$ cat src/verilog/cpuPkg.sv
package cpuPkg;

	typedef logic [31:0] wordT;

	// Opcode values follow the teaching ISA encoding, shl is 5'b01001
	typedef enum logic [4:0] {
		opLoad  = 5'b00000,
		opStore = 5'b00010,
		opAdd   = 5'b00011,
		opSub   = 5'b00100,
		opAnd   = 5'b00101,
		opOr    = 5'b00110,
		opShr   = 5'b00111,
		opShra  = 5'b01000,
		opShl   = 5'b01001,
		opRol   = 5'b01010,
		opRor   = 5'b01011,
		opAddi  = 5'b01100,
		opHalt  = 5'b11011
	} opcodeT;

	typedef struct packed {
		opcodeT      opcode;  // Bits 31:27
		logic [3:0]  ra;      // Destination, or source of a store
		logic [3:0]  rb;
		logic [3:0]  rc;
		logic [14:0] imm;     // Absolute address for load/store, constant for addi
	} instrT;

	typedef enum logic [2:0] {
		srcNone,
		srcReg,
		srcPc,
		srcMdr,
		srcZ,
		srcImm
	} busSrcT;

	// Control word, one per sequencer state
	typedef struct packed {
		busSrcT     busSrc;
		logic [3:0] regSel;
		logic       regWrite;
		logic       marLoad;
		logic       mdrLoad;
		logic       irLoad;
		logic       yLoad;
		logic       zLoad;
		logic       pcInc;
		logic       memRead;
		logic       memWrite;
		opcodeT     aluOp;
	} ctrlT;

endpackage

$ cat src/verilog/alu.sv
`timescale 1ns/100ps
module alu (
	input  logic           Clock,
	input  logic           rstN,
	input  cpuPkg::wordT   bus,
	input  logic           yLoad,
	input  logic           zLoad,
	input  cpuPkg::opcodeT aluOp,
	output cpuPkg::wordT   zOut
);

	cpuPkg::wordT y;       // First operand, latched from the bus
	cpuPkg::wordT z;
	cpuPkg::wordT result;
	logic [4:0]   amount;  // Shift count
	logic [63:0]  rolWide;
	logic [63:0]  rorWide;

	assign amount = bus[4:0];

	// Rotates shift a doubled copy of Y and keep one half
	assign rolWide = {y, y} << amount;
	assign rorWide = {y, y} >> amount;

	always_comb begin
		case (aluOp)
			cpuPkg::opAdd,
			cpuPkg::opAddi: result = y + bus;  // Wraps modulo 2**32
			cpuPkg::opSub:  result = y - bus;
			cpuPkg::opAnd:  result = y & bus;
			cpuPkg::opOr:   result = y | bus;
			cpuPkg::opShl:  result = y << amount;
			cpuPkg::opShr:  result = y >> amount;
			cpuPkg::opShra: result = $signed(y) >>> amount;  // Sign bit repeats
			cpuPkg::opRol:  result = rolWide[63:32];
			cpuPkg::opRor:  result = rorWide[31:0];
			default:        result = bus;
		endcase
	end

	always_ff @(posedge Clock or negedge rstN) begin
		if (!rstN) begin
			y <= '0;
			z <= '0;
		end else begin
			if (yLoad)
				y <= bus;
			if (zLoad)
				z <= result;
		end
	end

	assign zOut = z;

endmodule

$ cat src/verilog/controlSequencer.sv
`timescale 1ns/100ps
module controlSequencer (
	input  logic          Clock,
	input  logic          rstN,
	input  logic          start,
	input  cpuPkg::instrT instr,
	output cpuPkg::ctrlT  ctrl,
	output logic          done
);

	typedef enum logic [2:0] {
		sIdle,
		sF0,
		sF1,
		sF2,
		sE0,
		sE1,
		sE2,
		sE3
	} stateT;

	stateT state;
	stateT nextState;
	logic  isLoad;
	logic  isStore;
	logic  isAddi;
	logic  isHalt;

	// IR is loaded at the end of F2, so the opcode is valid from E0 on
	assign isLoad  = instr.opcode == cpuPkg::opLoad;
	assign isStore = instr.opcode == cpuPkg::opStore;
	assign isAddi  = instr.opcode == cpuPkg::opAddi;
	assign isHalt  = instr.opcode == cpuPkg::opHalt;

	assign done = (state == sE0) && isHalt;  // One cycle, then back to idle

	always_ff @(posedge Clock or negedge rstN) begin
		if (!rstN)
			state <= sIdle;
		else
			state <= nextState;
	end

	always_comb begin
		nextState = state;
		case (state)
			sIdle: begin
				if (start)
					nextState = sF0;
			end
			sF0: nextState = sF1;
			sF1: nextState = sF2;
			sF2: nextState = sE0;
			sE0: nextState = isHalt ? sIdle : sE1;
			sE1: nextState = sE2;
			sE2: nextState = isStore ? sF0 : sE3;  // Store is one step shorter
			sE3: nextState = sF0;
		endcase
	end

	always_comb begin
		ctrl = '0;
		ctrl.aluOp = instr.opcode;
		case (state)
			sF0: begin
				ctrl.busSrc = cpuPkg::srcPc;
				ctrl.marLoad = 1'b1;
				ctrl.pcInc = 1'b1;
			end
			sF1: ctrl.memRead = 1'b1;
			sF2: begin
				ctrl.busSrc = cpuPkg::srcMdr;  // Read data reaches the bus directly
				ctrl.mdrLoad = 1'b1;
				ctrl.irLoad = 1'b1;
			end
			sE0: begin
				if (isLoad || isStore) begin
					ctrl.busSrc = cpuPkg::srcImm;
					ctrl.marLoad = 1'b1;
				end else if (!isHalt) begin
					ctrl.busSrc = cpuPkg::srcReg;  // rb into Y
					ctrl.regSel = instr.rb;
					ctrl.yLoad = 1'b1;
				end
			end
			sE1: begin
				if (isLoad) begin
					ctrl.memRead = 1'b1;
				end else if (isStore) begin
					ctrl.busSrc = cpuPkg::srcReg;
					ctrl.regSel = instr.ra;
					ctrl.mdrLoad = 1'b1;
				end else begin
					ctrl.busSrc = isAddi ? cpuPkg::srcImm : cpuPkg::srcReg;
					ctrl.regSel = instr.rc;
					ctrl.zLoad = 1'b1;
				end
			end
			sE2: begin
				if (isStore) begin
					ctrl.memWrite = 1'b1;
				end else begin
					ctrl.busSrc = isLoad ? cpuPkg::srcMdr : cpuPkg::srcZ;
					ctrl.regSel = instr.ra;
					ctrl.regWrite = 1'b1;
					ctrl.mdrLoad = isLoad;
				end
			end
			default: ctrl.busSrc = cpuPkg::srcNone;  // Idle and E3 drive nothing
		endcase
	end

endmodule

$ cat src/verilog/cpuTop.sv
`timescale 1ns/100ps
module cpuTop #(
	parameter int addrWidth = 8
) (
	input  logic                 Clock,
	input  logic                 rstN,
	input  logic                 start,
	output logic                 done,
	output logic [addrWidth-1:0] memAddr,
	output logic                 memRead,
	output logic                 memWrite,
	output cpuPkg::wordT         memWriteData,
	input  cpuPkg::wordT         memReadData
);

	cpuPkg::ctrlT         ctrl;
	cpuPkg::instrT        instr;
	cpuPkg::wordT         bus;      // Single shared bus
	cpuPkg::wordT         regData;
	cpuPkg::wordT         zOut;
	logic [addrWidth-1:0] pc;

	controlSequencer sequencer (
		.Clock (Clock),
		.rstN  (rstN),
		.start (start),
		.instr (instr),
		.ctrl  (ctrl),
		.done  (done)
	);

	programCounter #(.addrWidth(addrWidth)) pcReg (
		.Clock (Clock),
		.rstN  (rstN),
		.start (start),
		.pcInc (ctrl.pcInc),
		.pc    (pc)
	);

	registerFile regs (
		.Clock    (Clock),
		.rstN     (rstN),
		.regSel   (ctrl.regSel),
		.regWrite (ctrl.regWrite),
		.bus      (bus),
		.readData (regData)
	);

	alu aluUnit (
		.Clock (Clock),
		.rstN  (rstN),
		.bus   (bus),
		.yLoad (ctrl.yLoad),
		.zLoad (ctrl.zLoad),
		.aluOp (ctrl.aluOp),
		.zOut  (zOut)
	);

	datapath #(.addrWidth(addrWidth)) dp (
		.Clock        (Clock),
		.rstN         (rstN),
		.ctrl         (ctrl),
		.pc           (pc),
		.regData      (regData),
		.zOut         (zOut),
		.memReadData  (memReadData),
		.bus          (bus),
		.instr        (instr),
		.memAddr      (memAddr),
		.memRead      (memRead),
		.memWrite     (memWrite),
		.memWriteData (memWriteData)
	);

endmodule

$ cat src/verilog/datapath.sv
`timescale 1ns/100ps
module datapath #(
	parameter int addrWidth = 8
) (
	input  logic                 Clock,
	input  logic                 rstN,
	input  cpuPkg::ctrlT         ctrl,
	input  logic [addrWidth-1:0] pc,
	input  cpuPkg::wordT         regData,
	input  cpuPkg::wordT         zOut,
	input  cpuPkg::wordT         memReadData,
	output cpuPkg::wordT         bus,
	output cpuPkg::instrT        instr,
	output logic [addrWidth-1:0] memAddr,
	output logic                 memRead,
	output logic                 memWrite,
	output cpuPkg::wordT         memWriteData
);

	logic [addrWidth-1:0] mar;
	cpuPkg::wordT         mdr;
	cpuPkg::wordT         mdrIn;
	cpuPkg::instrT        ir;
	logic                 readPending;  // Memory answers in this cycle
	cpuPkg::wordT         mdrView;      // What MDR shows on the bus

	// Read data arrives one cycle after the strobe. In that cycle it goes
	// straight onto the bus and MDR captures it at the closing edge.
	assign mdrView = readPending ? memReadData : mdr;
	assign mdrIn = readPending ? memReadData : bus;

	always_comb begin
		case (ctrl.busSrc)
			cpuPkg::srcReg: bus = regData;
			cpuPkg::srcPc:  bus = {{(32 - addrWidth){1'b0}}, pc};
			cpuPkg::srcMdr: bus = mdrView;
			cpuPkg::srcZ:   bus = zOut;
			cpuPkg::srcImm: bus = {17'd0, ir.imm};  // Zero extended
			default:        bus = '0;
		endcase
	end

	always_ff @(posedge Clock or negedge rstN) begin
		if (!rstN) begin
			readPending <= 1'b0;
			mar <= '0;
			ir <= '0;
		end else begin
			readPending <= ctrl.memRead;
			if (ctrl.marLoad)
				mar <= bus[addrWidth-1:0];
			if (ctrl.irLoad)
				ir <= bus;
		end
	end

	always_ff @(posedge Clock) begin
		if (ctrl.mdrLoad)
			mdr <= mdrIn;  // Read data or store data
	end

	assign instr = ir;
	assign memAddr = mar;
	assign memWriteData = mdr;
	assign memRead = ctrl.memRead;
	assign memWrite = ctrl.memWrite;

endmodule

$ cat src/verilog/programCounter.sv
`timescale 1ns/100ps
module programCounter #(
	parameter int addrWidth = 8
) (
	input  logic                 Clock,
	input  logic                 rstN,
	input  logic                 start,
	input  logic                 pcInc,
	output logic [addrWidth-1:0] pc
);

	// Start takes priority so that a new run always begins at word 0.
	// The increment wraps naturally at the top of the address range.
	always_ff @(posedge Clock or negedge rstN) begin
		if (!rstN) begin
			pc <= '0;
		end else if (start) begin
			pc <= '0;
		end else if (pcInc) begin
			pc <= pc + 1'b1;  // Fetch step F0
		end
	end

endmodule

$ cat src/verilog/registerFile.sv
`timescale 1ns/100ps
module registerFile (
	input  logic         Clock,
	input  logic         rstN,
	input  logic [3:0]   regSel,
	input  logic         regWrite,
	input  cpuPkg::wordT bus,
	output cpuPkg::wordT readData
);

	// R0 has no storage, it is a constant zero
	cpuPkg::wordT regs [15:1];

	always_ff @(posedge Clock or negedge rstN) begin
		if (!rstN) begin
			for (int i = 1; i < 16; i++)
				regs[i] <= '0;
		end else if (regWrite && (regSel != 4'd0)) begin
			regs[regSel] <= bus;  // Writes to R0 are dropped
		end
	end

	assign readData = (regSel == 4'd0) ? '0 : regs[regSel];

endmodule
$ cat config.mk
export PLATFORM = sky130hd
export DESIGN_NAME = cpuTop
export DESIGN_NICKNAME = d
export VERILOG_FILES = /design/src/verilog/cpuPkg.sv /design/src/verilog/alu.sv /design/src/verilog/controlSequencer.sv /design/src/verilog/cpuTop.sv /design/src/verilog/datapath.sv /design/src/verilog/programCounter.sv /design/src/verilog/registerFile.sv
export SDC_FILE = /design/constraint.sdc
export NUM_CORES = 2
export LEC_CHECK = 0
export BUFFER_PORTS_ARGS = -buffer_cell sky130_fd_sc_hd__buf_2
export CAP_MARGIN = 20
export CORE_MARGIN = 4
export CORE_UTILIZATION = 57
export DETAILED_ROUTE_END_ITERATION = 16
export PLACE_DENSITY_LB_ADDON = 0.25
export REMOVE_ABC_BUFFERS = 1
export SLEW_MARGIN = 25
export SYNTH_ARGS = -nofsm -noshare
export SYNTH_HDL_FRONTEND = slang
export SYNTH_SLANG_ARGS = --single-unit
$ cat constraint.sdc
create_clock -name Clock -period 10.1 [get_ports Clock]
set_input_delay 1.515 -clock Clock [delete_from_list [all_inputs] [get_ports Clock]]
set_output_delay 1.515 -clock Clock [all_outputs]
set_load 0.05 [all_outputs]
### Word level (Yosys, flattened, before mapping)

Index checks and enable logic that the tools add are counted.

| word-level totals | value |
|---|---|
| register bits | 628 |
| bits of input ports | 35 |
| output and inout bits | 43 |
| logic and storage cells | 118 |

| cells by class | value |
|---|---|
| add/sub/neg operators | 3 |
| magnitude comparators | 2 |
| equality and inequality tests | 25 |
| shifts and indexed selects | 5 |
| muxes and demuxes | 44 |
| bitwise operators | 2 |
| reduce and logical (&&, ||, !) cells | 10 |

Operators by type and width:

| kind | number |
|---|---|
| $bwmux 480 | 1 |
| $pmux 32 s9 | 1 |
| $mux 32 | 5 |
| $pmux 32 s5 | 1 |
| $bmux 32 s4 | 1 |
| $demux 32 s4 | 1 |
| $shl 64x5->64 | 1 |
| $shr 64x5->32 | 1 |
| $add 32x32->32 | 1 |
| $and 32x32->32 | 1 |
| $or 32x32->32 | 1 |
| $shl 32x5->32 | 1 |
| $shr 32x5->32 | 1 |
| $sshr 32x5->32 | 1 |
| $sub 32x32->32 | 1 |
| $eq 5x4->1 const B | 5 |
| $mux 8 | 3 |
| $pmux 3 s8 | 1 |
| $eq 5x3->1 const B | 4 |
| $eq 3x3->1 const B | 6 |
| $mux 3 | 6 |
| $mux 1 | 15 |
| $pmux 3 s5 | 1 |
| $mux 7 | 2 |
| 21 further kinds | 29 |

### Logic depth before layout (Yosys ltp)

| logic depth | value |
|---|---|
| depth after elaboration | 11 |
| depth in mapped cells | 36 |
| mapped depth without buffers | 28 |

### Cells and area by module

A second synthesis with hierarchy kept.

| second synthesis, totals | value |
|---|---|
| cell total of the unflattened synthesis | 3433 |
| area total of the unflattened synthesis | 38358.0 µm² |

Modules (own cells, without submodules):

| module | instances | cells each | area an instance (µm²) | sequential area each (µm²) |
|---|---|---|---|---|
| registerFile | 1 | 1414 | 21927.3 | 12011.5 |
| alu | 1 | 1395 | 10719.0 | 1601.5 |
| datapath | 1 | 506 | 4692.0 | 1986.9 |
| controlSequencer | 1 | 81 | 623.1 | 75.1 |
| programCounter | 1 | 37 | 396.6 | 200.2 |

### Least setup slack after synthesis

OpenSTA, ideal clock, no wires.

| timing path | value |
|---|---|
| path kind | register -> register |
| start | register dp.ir (netlist bit dp.instr[29]) |
| end | register aluUnit.z[30], in the netlist aluUnit.zOut[30] |
| setup time | 0.123 ns |
| data arrival time | 7.151 ns |
| data required time | 9.977 ns |
| path slack | 2.826 ns |
| cell stages (with the launch flop) | 33 |
| path buffers | 5 |
| period minus slack after synthesis | 7.274 ns |
| cells stage by stage | dfrtp_1 -> or4_1 -> buf_2 -> o2111a_1 -> and2_1 -> nor2_4 -> nand2_1 -> o31ai_2 -> o31ai_4 -> inv_4 -> buf_6 -> buf_4 -> clkbuf_1 -> clkbuf_1 -> ha_1 -> nand2_1 -> o21ai_0 -> xnor2_1 -> ha_1 -> a21o_1 -> a21o_1 -> a2111oi_0 -> o31ai_1 -> a211oi_1 -> o21ai_0 -> a31oi_1 -> o31ai_1 -> a211oi_1 -> o21bai_1 -> a21oi_1 -> xor2_1 -> o211ai_1 -> o221a_2 |

| on the way | value |
|---|---|
| word-level cells in the longest chain between the ends | 10 |
| elaborated cells between the ends (all ways) | 48 |
| classes of those cells | add/sub (2); eq/ne (17); shift (5); mux (18); bitwise (2); reduce/logical (4) |

RTL lines:

| element | line | text |
|---|---|---|
| start: declaration | datapath.sv:23 | `cpuPkg::instrT ir;` |
| start signal: assignment | datapath.sv:53 | `ir <= bus;` |
| $eq 5x2->1, or another cell as far along | controlSequencer.sv:31 | `assign isStore = instr.opcode == cpuPkg::opStore;` |
| $mux 7, or another cell as far along | controlSequencer.sv:89 | `end else if (isStore) begin` |
| $mux 7 / $mux 4 (equally long branches) | controlSequencer.sv:87, controlSequencer.sv:77 |  |
| $pmux 4 s3 | controlSequencer.sv:64 | `case (state)` |
| $bmux 32 s4 | registerFile.sv:23 | `assign readData = (regSel == 4'd0) ? '0 : regs[regSel];` |
| $mux 32 (implied by the code) | registerFile.sv:23 |  |
| $mux 32 | registerFile.sv:23 |  |
| $pmux 32 s5 | datapath.sv:33 | `case (ctrl.busSrc)` |
| $sub 32x32->32, or another cell as far along | alu.sv:29 | `cpuPkg::opSub: result = y - bus;` |
| $pmux 32 s9 | alu.sv:26 | `case (aluOp)` |
| end signal: assignment | alu.sv:49 | `z <= result;` |
| end: declaration | alu.sv:13 | `cpuPkg::wordT z;` |

Several ways; a longest one is shown, not always the timed one. The select of a mux whose other input is x is not followed.
A chain may end at the register's enable or synchronous reset.

### Worst setup path in the final report

| timing path | value |
|---|---|
| start | register sequencer.state[1] |
| end | register aluUnit.z[30], in the netlist aluUnit.zOut[30] |

| on the way | value |
|---|---|
| word-level cells in the longest chain between the ends | 8 |
| elaborated cells between the ends (all ways) | 28 |
| classes of those cells | add/sub (2); eq/ne (10); shift (5); mux (8); bitwise (2); reduce/logical (1) |

RTL lines:

| element | line | text |
|---|---|---|
| start: declaration | controlSequencer.sv:22 | `stateT state;` |
| start signal: assignment | controlSequencer.sv:39 | `state <= sIdle;` |
| start signal: assignment | controlSequencer.sv:41 | `state <= nextState;` |
| $eq 3x3->1 | controlSequencer.sv:64 |  |
| $pmux 4 s3 | controlSequencer.sv:64 |  |
| $bmux 32 s4 | registerFile.sv:23 |  |
| $mux 32 (implied by the code) | registerFile.sv:23 |  |
| $mux 32 | registerFile.sv:23 |  |
| $pmux 32 s5 | datapath.sv:33 |  |
| $sub 32x32->32, or another cell as far along | alu.sv:29 |  |
| $pmux 32 s9 | alu.sv:26 |  |

Several ways; a longest one is shown, not always the timed one. The select of a mux whose other input is x is not followed.

==> report_table.html <==
<table>
<tr><th>Metric</th><th>Value</th></tr>
<tr><th colspan="2">Outcome</th></tr>
<tr><td>Result of the run</td><td>completed</td></tr>
<tr><th colspan="2">Pwr</th></tr>
<tr><td>P_leak</td><td>between 15 and 20 nW</td></tr>
<tr><td>Reg power frac</td><td>0.265</td></tr>
<tr><td>Maximum resistive drop on vdd</td><td>0.2367 mV</td></tr>
<tr><td>Switching power as a share of total power</td><td>0.4937</td></tr>
<tr><td>Total power</td><td>about 15 mW</td></tr>
<tr><td>Pint</td><td>approximately 7.5 mW</td></tr>
<tr><td>Combinational power share</td><td>0.555</td></tr>
<tr><td>Power per cell area</td><td>around 370 mW/mm^2</td></tr>
<tr><td>Clock power frac</td><td>0.180</td></tr>
<tr><td>Net Switching</td><td>between 7 and 8 mW</td></tr>
<tr><th colspan="2">Worst setup path</th></tr>
<tr><td>Data required time of the worst path</td><td>between 10000 and 15000 ps</td></tr>
<tr><td>Sort of element at the end of the critical path</td><td>flop</td></tr>
<tr><td>Startpoint-to-endpoint class of the critical path</td><td>flop to flop</td></tr>
<tr><td>Category of the worst setup path launch point</td><td>flop</td></tr>
<tr><td>Worst EP arrival</td><td>9440 ps</td></tr>
<tr><td>Largest fanout on the critical path</td><td>23</td></tr>
<tr><th colspan="2">STA</th></tr>
<tr><td>Final count of negative-setup-slack endpoints</td><td>0</td></tr>
<tr><td>Skew final</td><td>roughly 23 ps</td></tr>
<tr><td>Max Slew Vio Count</td><td>0</td></tr>
<tr><td>Worst Setup Slack, final</td><td>~1200 ps</td></tr>
<tr><td>Achievable Freq</td><td>0.1120 GHz</td></tr>
<tr><td>Period utilisation layout</td><td>0.8843</td></tr>
<tr><td>Max-Slew Margin vs Limit</td><td>0.1484</td></tr>
<tr><td>Shortest period the worst path allows</td><td>roughly 9000 ps</td></tr>
<tr><td>Pin slew with the least headroom to its limit</td><td>between 1000 and 1500 ps</td></tr>
<tr><td>Final hold violation count</td><td>0</td></tr>
<tr><td>Setup TNS</td><td>0 ps</td></tr>
<tr><td>Unrepaired setup endpoints after global routing</td><td>false</td></tr>
<tr><th colspan="2">Placement</th></tr>
<tr><td>Post-placement setup slack</td><td>between 1000 and 1500 ps</td></tr>
<tr><td>Detail Placement HPWL</td><td>between 90000 and 100000 um</td></tr>
<tr><td>Instance count after placement with tap cells included</td><td>about 4800</td></tr>
<tr><td>RePlAce Congestion</td><td>~1.1</td></tr>
<tr><td>Number of I/O port buffers</td><td>between 70 and 80</td></tr>
<tr><th colspan="2">Die</th></tr>
<tr><td>Initial core utilization</td><td>0.5788</td></tr>
<tr><td>Die Area</td><td>roughly 0.067 mm^2</td></tr>
<tr><td>Die X</td><td>between 200 and 300 um</td></tr>
<tr><td>Ports</td><td>78</td></tr>
<tr><td>Total number of placement rows</td><td>roughly 90</td></tr>
<tr><td>Vertical extent of the die</td><td>~260 um</td></tr>
<tr><td>Core Area</td><td>between 0.06 and 0.07 mm^2</td></tr>
<tr><th colspan="2">Route</th></tr>
<tr><td>First drt pass iteration count</td><td>6</td></tr>
<tr><td>Detailed-route via count</td><td>33580</td></tr>
<tr><td>DRT Wirelength</td><td>between 100000 and 150000 um</td></tr>
<tr><td>WL per Instance</td><td>~28 um</td></tr>
<tr><td>Iteration-0 DRC count of the detailed router</td><td>~4800</td></tr>
<tr><td>DRC violations left</td><td>0</td></tr>
<tr><td>Number of nets still failing antenna checks after routing</td><td>0</td></tr>
<tr><td>Average vias per placed instance</td><td>6.756</td></tr>
<tr><th colspan="2">Synthesis</th></tr>
<tr><td>Post-Synthesis Cell Area</td><td>0.03592 mm^2</td></tr>
<tr><td>Leading cell types by count after synthesis</td><td>nand2_1 (742), dfrtp_1 (596), o21ai_0 (499), a21oi_1 (343), nor2_1 (333)</td></tr>
<tr><td>Synth async-reset ratio</td><td>0.9490</td></tr>
<tr><td>FF+latch count, synth</td><td>628</td></tr>
<tr><td>Dominant synthesized flop cell</td><td>dfrtp_1</td></tr>
<tr><td>Largest cells by area after synthesis</td><td>dfrtp_1 (42%), mux2i_1 (8.5%), nand2_1 (7.8%), o21ai_0 (7.0%), a21oi_1 (4.8%)</td></tr>
<tr><td>Syn Inst Count</td><td>about 4200</td></tr>
<tr><td>Number of warnings issued by yosys</td><td>0</td></tr>
<tr><td>Number of flops mapped to enable cells by yosys</td><td>32</td></tr>
<tr><td>Cell with the most instances after synthesis</td><td>nand2_1</td></tr>
<tr><td>Area leader, netlist</td><td>dfrtp_1</td></tr>
<tr><td>Share of Yosys cell area claimed by the top area cell type</td><td>0.4153</td></tr>
<tr><td>Synth cell types</td><td>99</td></tr>
<tr><td>Avg Cell Area, Syn</td><td>approximately 8.6 um^2</td></tr>
<tr><td>Share of the yosys chip area belonging to registers</td><td>0.4420</td></tr>
<tr><th colspan="2">Global routing</th></tr>
<tr><td>Remaining Overflow, GRT</td><td>0</td></tr>
<tr><td>Global-route track usage on met1</td><td>0.5459</td></tr>
<tr><td>Aggregate global-route resource usage</td><td>0.4082</td></tr>
<tr><td>Number of antenna violations at the first check in global routing</td><td>4</td></tr>
<tr><td>Met2 usage</td><td>0.5908</td></tr>
<tr><td>Routing layer with the top usage in global route</td><td>met2</td></tr>
<tr><td>Wire length of the first global-routing pass</td><td>slightly above 200000 um</td></tr>
<tr><td>Maximum number of pins on one net before global-route repair</td><td>~180</td></tr>
<tr><td>Number of global-route vias before repair</td><td>between 30000 and 40000</td></tr>
<tr><td>Met3 capacity usage during global routing</td><td>0.1142</td></tr>
<tr><th colspan="2">Clock network</th></tr>
<tr><td>Clock buffer count from CTS</td><td>71</td></tr>
<tr><td>Clock tree from TritonCTS</td><td>done</td></tr>
<tr><td>Number of clock sinks seen by CTS</td><td>about 630</td></tr>
<tr><td>Clock Latency Late Sink</td><td>around 630 ps</td></tr>
<tr><td>Number of buffers inserted by post-CTS setup repair</td><td>0</td></tr>
<tr><td>Total of hold buffers inserted after clock tree synthesis</td><td>0</td></tr>
<tr><td>Worst-case clock buffer depth</td><td>3</td></tr>
<tr><td>CTS root buf</td><td>clkbuf_16</td></tr>
<tr><td>Clk slew on worst S/H paths</td><td>~60 ps</td></tr>
<tr><td>Count of cells resized by post-cts repair</td><td>0</td></tr>
<tr><td>Max H-tree Level</td><td>3</td></tr>
<tr><th colspan="2">Layout</th></tr>
<tr><td>Final core utilization</td><td>0.6367</td></tr>
<tr><td>Layout area overhead</td><td>10.00%</td></tr>
<tr><td>Count of non-filler cells in the finished layout</td><td>4971</td></tr>
<tr><td>Count of nets after finishing</td><td>roughly 4200</td></tr>
<tr><td>Layout cell share with drive strength beyond 1</td><td>0.1062</td></tr>
<tr><th colspan="2">Worst hold path</th></tr>
<tr><td>Worst hold path type</td><td>flop to flop</td></tr>
<tr><th colspan="2">Run</th></tr>
<tr><td>Max-capacitance violation count</td><td>0</td></tr>
</table>
-- critical path, cell delays in order, from the launching register on --
cell	delay, ps
dfrtp_1	770
nand3b_1	290
a21oi_1	540
o21ai_1	210
nand2_2	480
buf_4	450
mux2i_1	150
o311ai_2	720
o31ai_4	130
inv_4	220
ha_1	280
nand3_1	120
or4_4	480
o21ai_0	220
xnor2_1	110
ha_1	250
a2111oi_0	690
o31ai_1	260
a211oi_1	620
o21ai_0	250
a31oi_1	340
o31ai_1	140
a211oi_1	350
o21bai_1	120
a21oi_1	180
xor2_1	170
o211ai_1	90
o221a_2	150
-- placed cells by master, fill, tap and decap left out, types with 18 or more instances in the layout --
cell type / count
nand2_1: 731
nand4_1: 31
mux2_2: 23
nor2_1: 324
xor2_1: 35
a31oi_1: 36
mux2i_1: 305
buf_4: 121
ha_1: 36
a22oi_1: 18
nor3_1: 32
clkbuf_16: 73
inv_1: 51
dfrtp_1: 595
o22ai_1: 38
nand3_1: 121
a21oi_1: 340
and3_1: 32
edfxtp_1: 32
o221ai_1: 25
o21ai_0: 497
a211oi_1: 50
a221oi_1: 30
o211ai_1: 36
xnor2_1: 32
a211o_1: 19
buf_2: 76
-- layout make-up --
cell class | instances | area (um^2)
Fill cell | 5256 | 22550
Inverter | 53 | 201.4
Clock inverter | 22 | 269.0
Timing Repair Buffer | 204 | 1421
Multi-Input combinational cell | 3120 | 18580
Clock buffer | 105 | 2107
Sequential cell | 628 | 15880
Antenna cell | 2 | 5.005
Tap cell | 837 | 1047
-- registers in the layout, summed over array words and instances (netlist names) --
| signal | cells |
|---|---|
| pcReg.pc | 8 |
| aluUnit.zOut | 32 |
| regs.regs | 480 |
| dp.memWriteData | 32 |
| dp.memAddr | 8 |
| dp.instr | 32 |
| dp.readPending | 1 |
| aluUnit.y | 32 |
| sequencer.state | 3 |
-- power by group through the flow --
stage	logic (mW)	clock network, mW	registers (mW)
floorplan	5.10	0	3.96
global placement	7.87	0	3.89
detailed placement	7.86	0	3.90
CTS	7.91	2.66	3.87
global route	8.70	2.77	3.96
finish	8.20	2.66	3.91
-- stage by stage --
stage          hold WS (ps)  area, um^2
2_1_floorplan         441.8       34350
3_3_place_gp          454.2       37030
3_5_place_dp          462.7       37040
4_1_cts               475.7       39410
5_1_grt               495.8       39500
6_report              474.0       39510
-- cell families (layout without fill, tap and decap cells) --
| group | Yosys count | after routing | share of synthesized area |
|---|---|---|---|
| multiplexers | 333 | 333 | 0.09535 |
| adder cells (fa/ha/maj) | 37 | 37 | 0.01310 |
| XOR/XNOR | 67 | 67 | 0.01634 |
| AND/OR/NAND/NOR | 1395 | 1395 | 0.1648 |
| buffers and inverters | 422 | 384 | 0.04919 |
| other | 0 | 2 | 0 |
| AO/OA/AOI/OAI | 1288 | 1288 | 0.2192 |
| flip-flops | 628 | 628 | 0.4420 |
-- path summary, 6_finish.rpt --
check,start,slack (ps),to,cells after the start
max in group asynchronous,rstN,7050,regs.regs[351],4
max reg2reg,sequencer.state[1],1170,aluUnit.zOut[30],27
min,regs.regs[99],470,regs.regs[99],2
min in group asynchronous,rstN,880,aluUnit.y[2],1
max,sequencer.state[1],1170,aluUnit.zOut[30],27
min reg2reg,regs.regs[99],470,regs.regs[99],2
-- layer usage --
metal | vias up | share of wire
met2 | 2171 | 0.42
met1 | 16200 | 0.38
met3 | 545 | 0.12
li1 | 14660 | -
met4 | 2 | 0.076
met5 | - | 0.000086
Power figures use the tool's default switching activity.
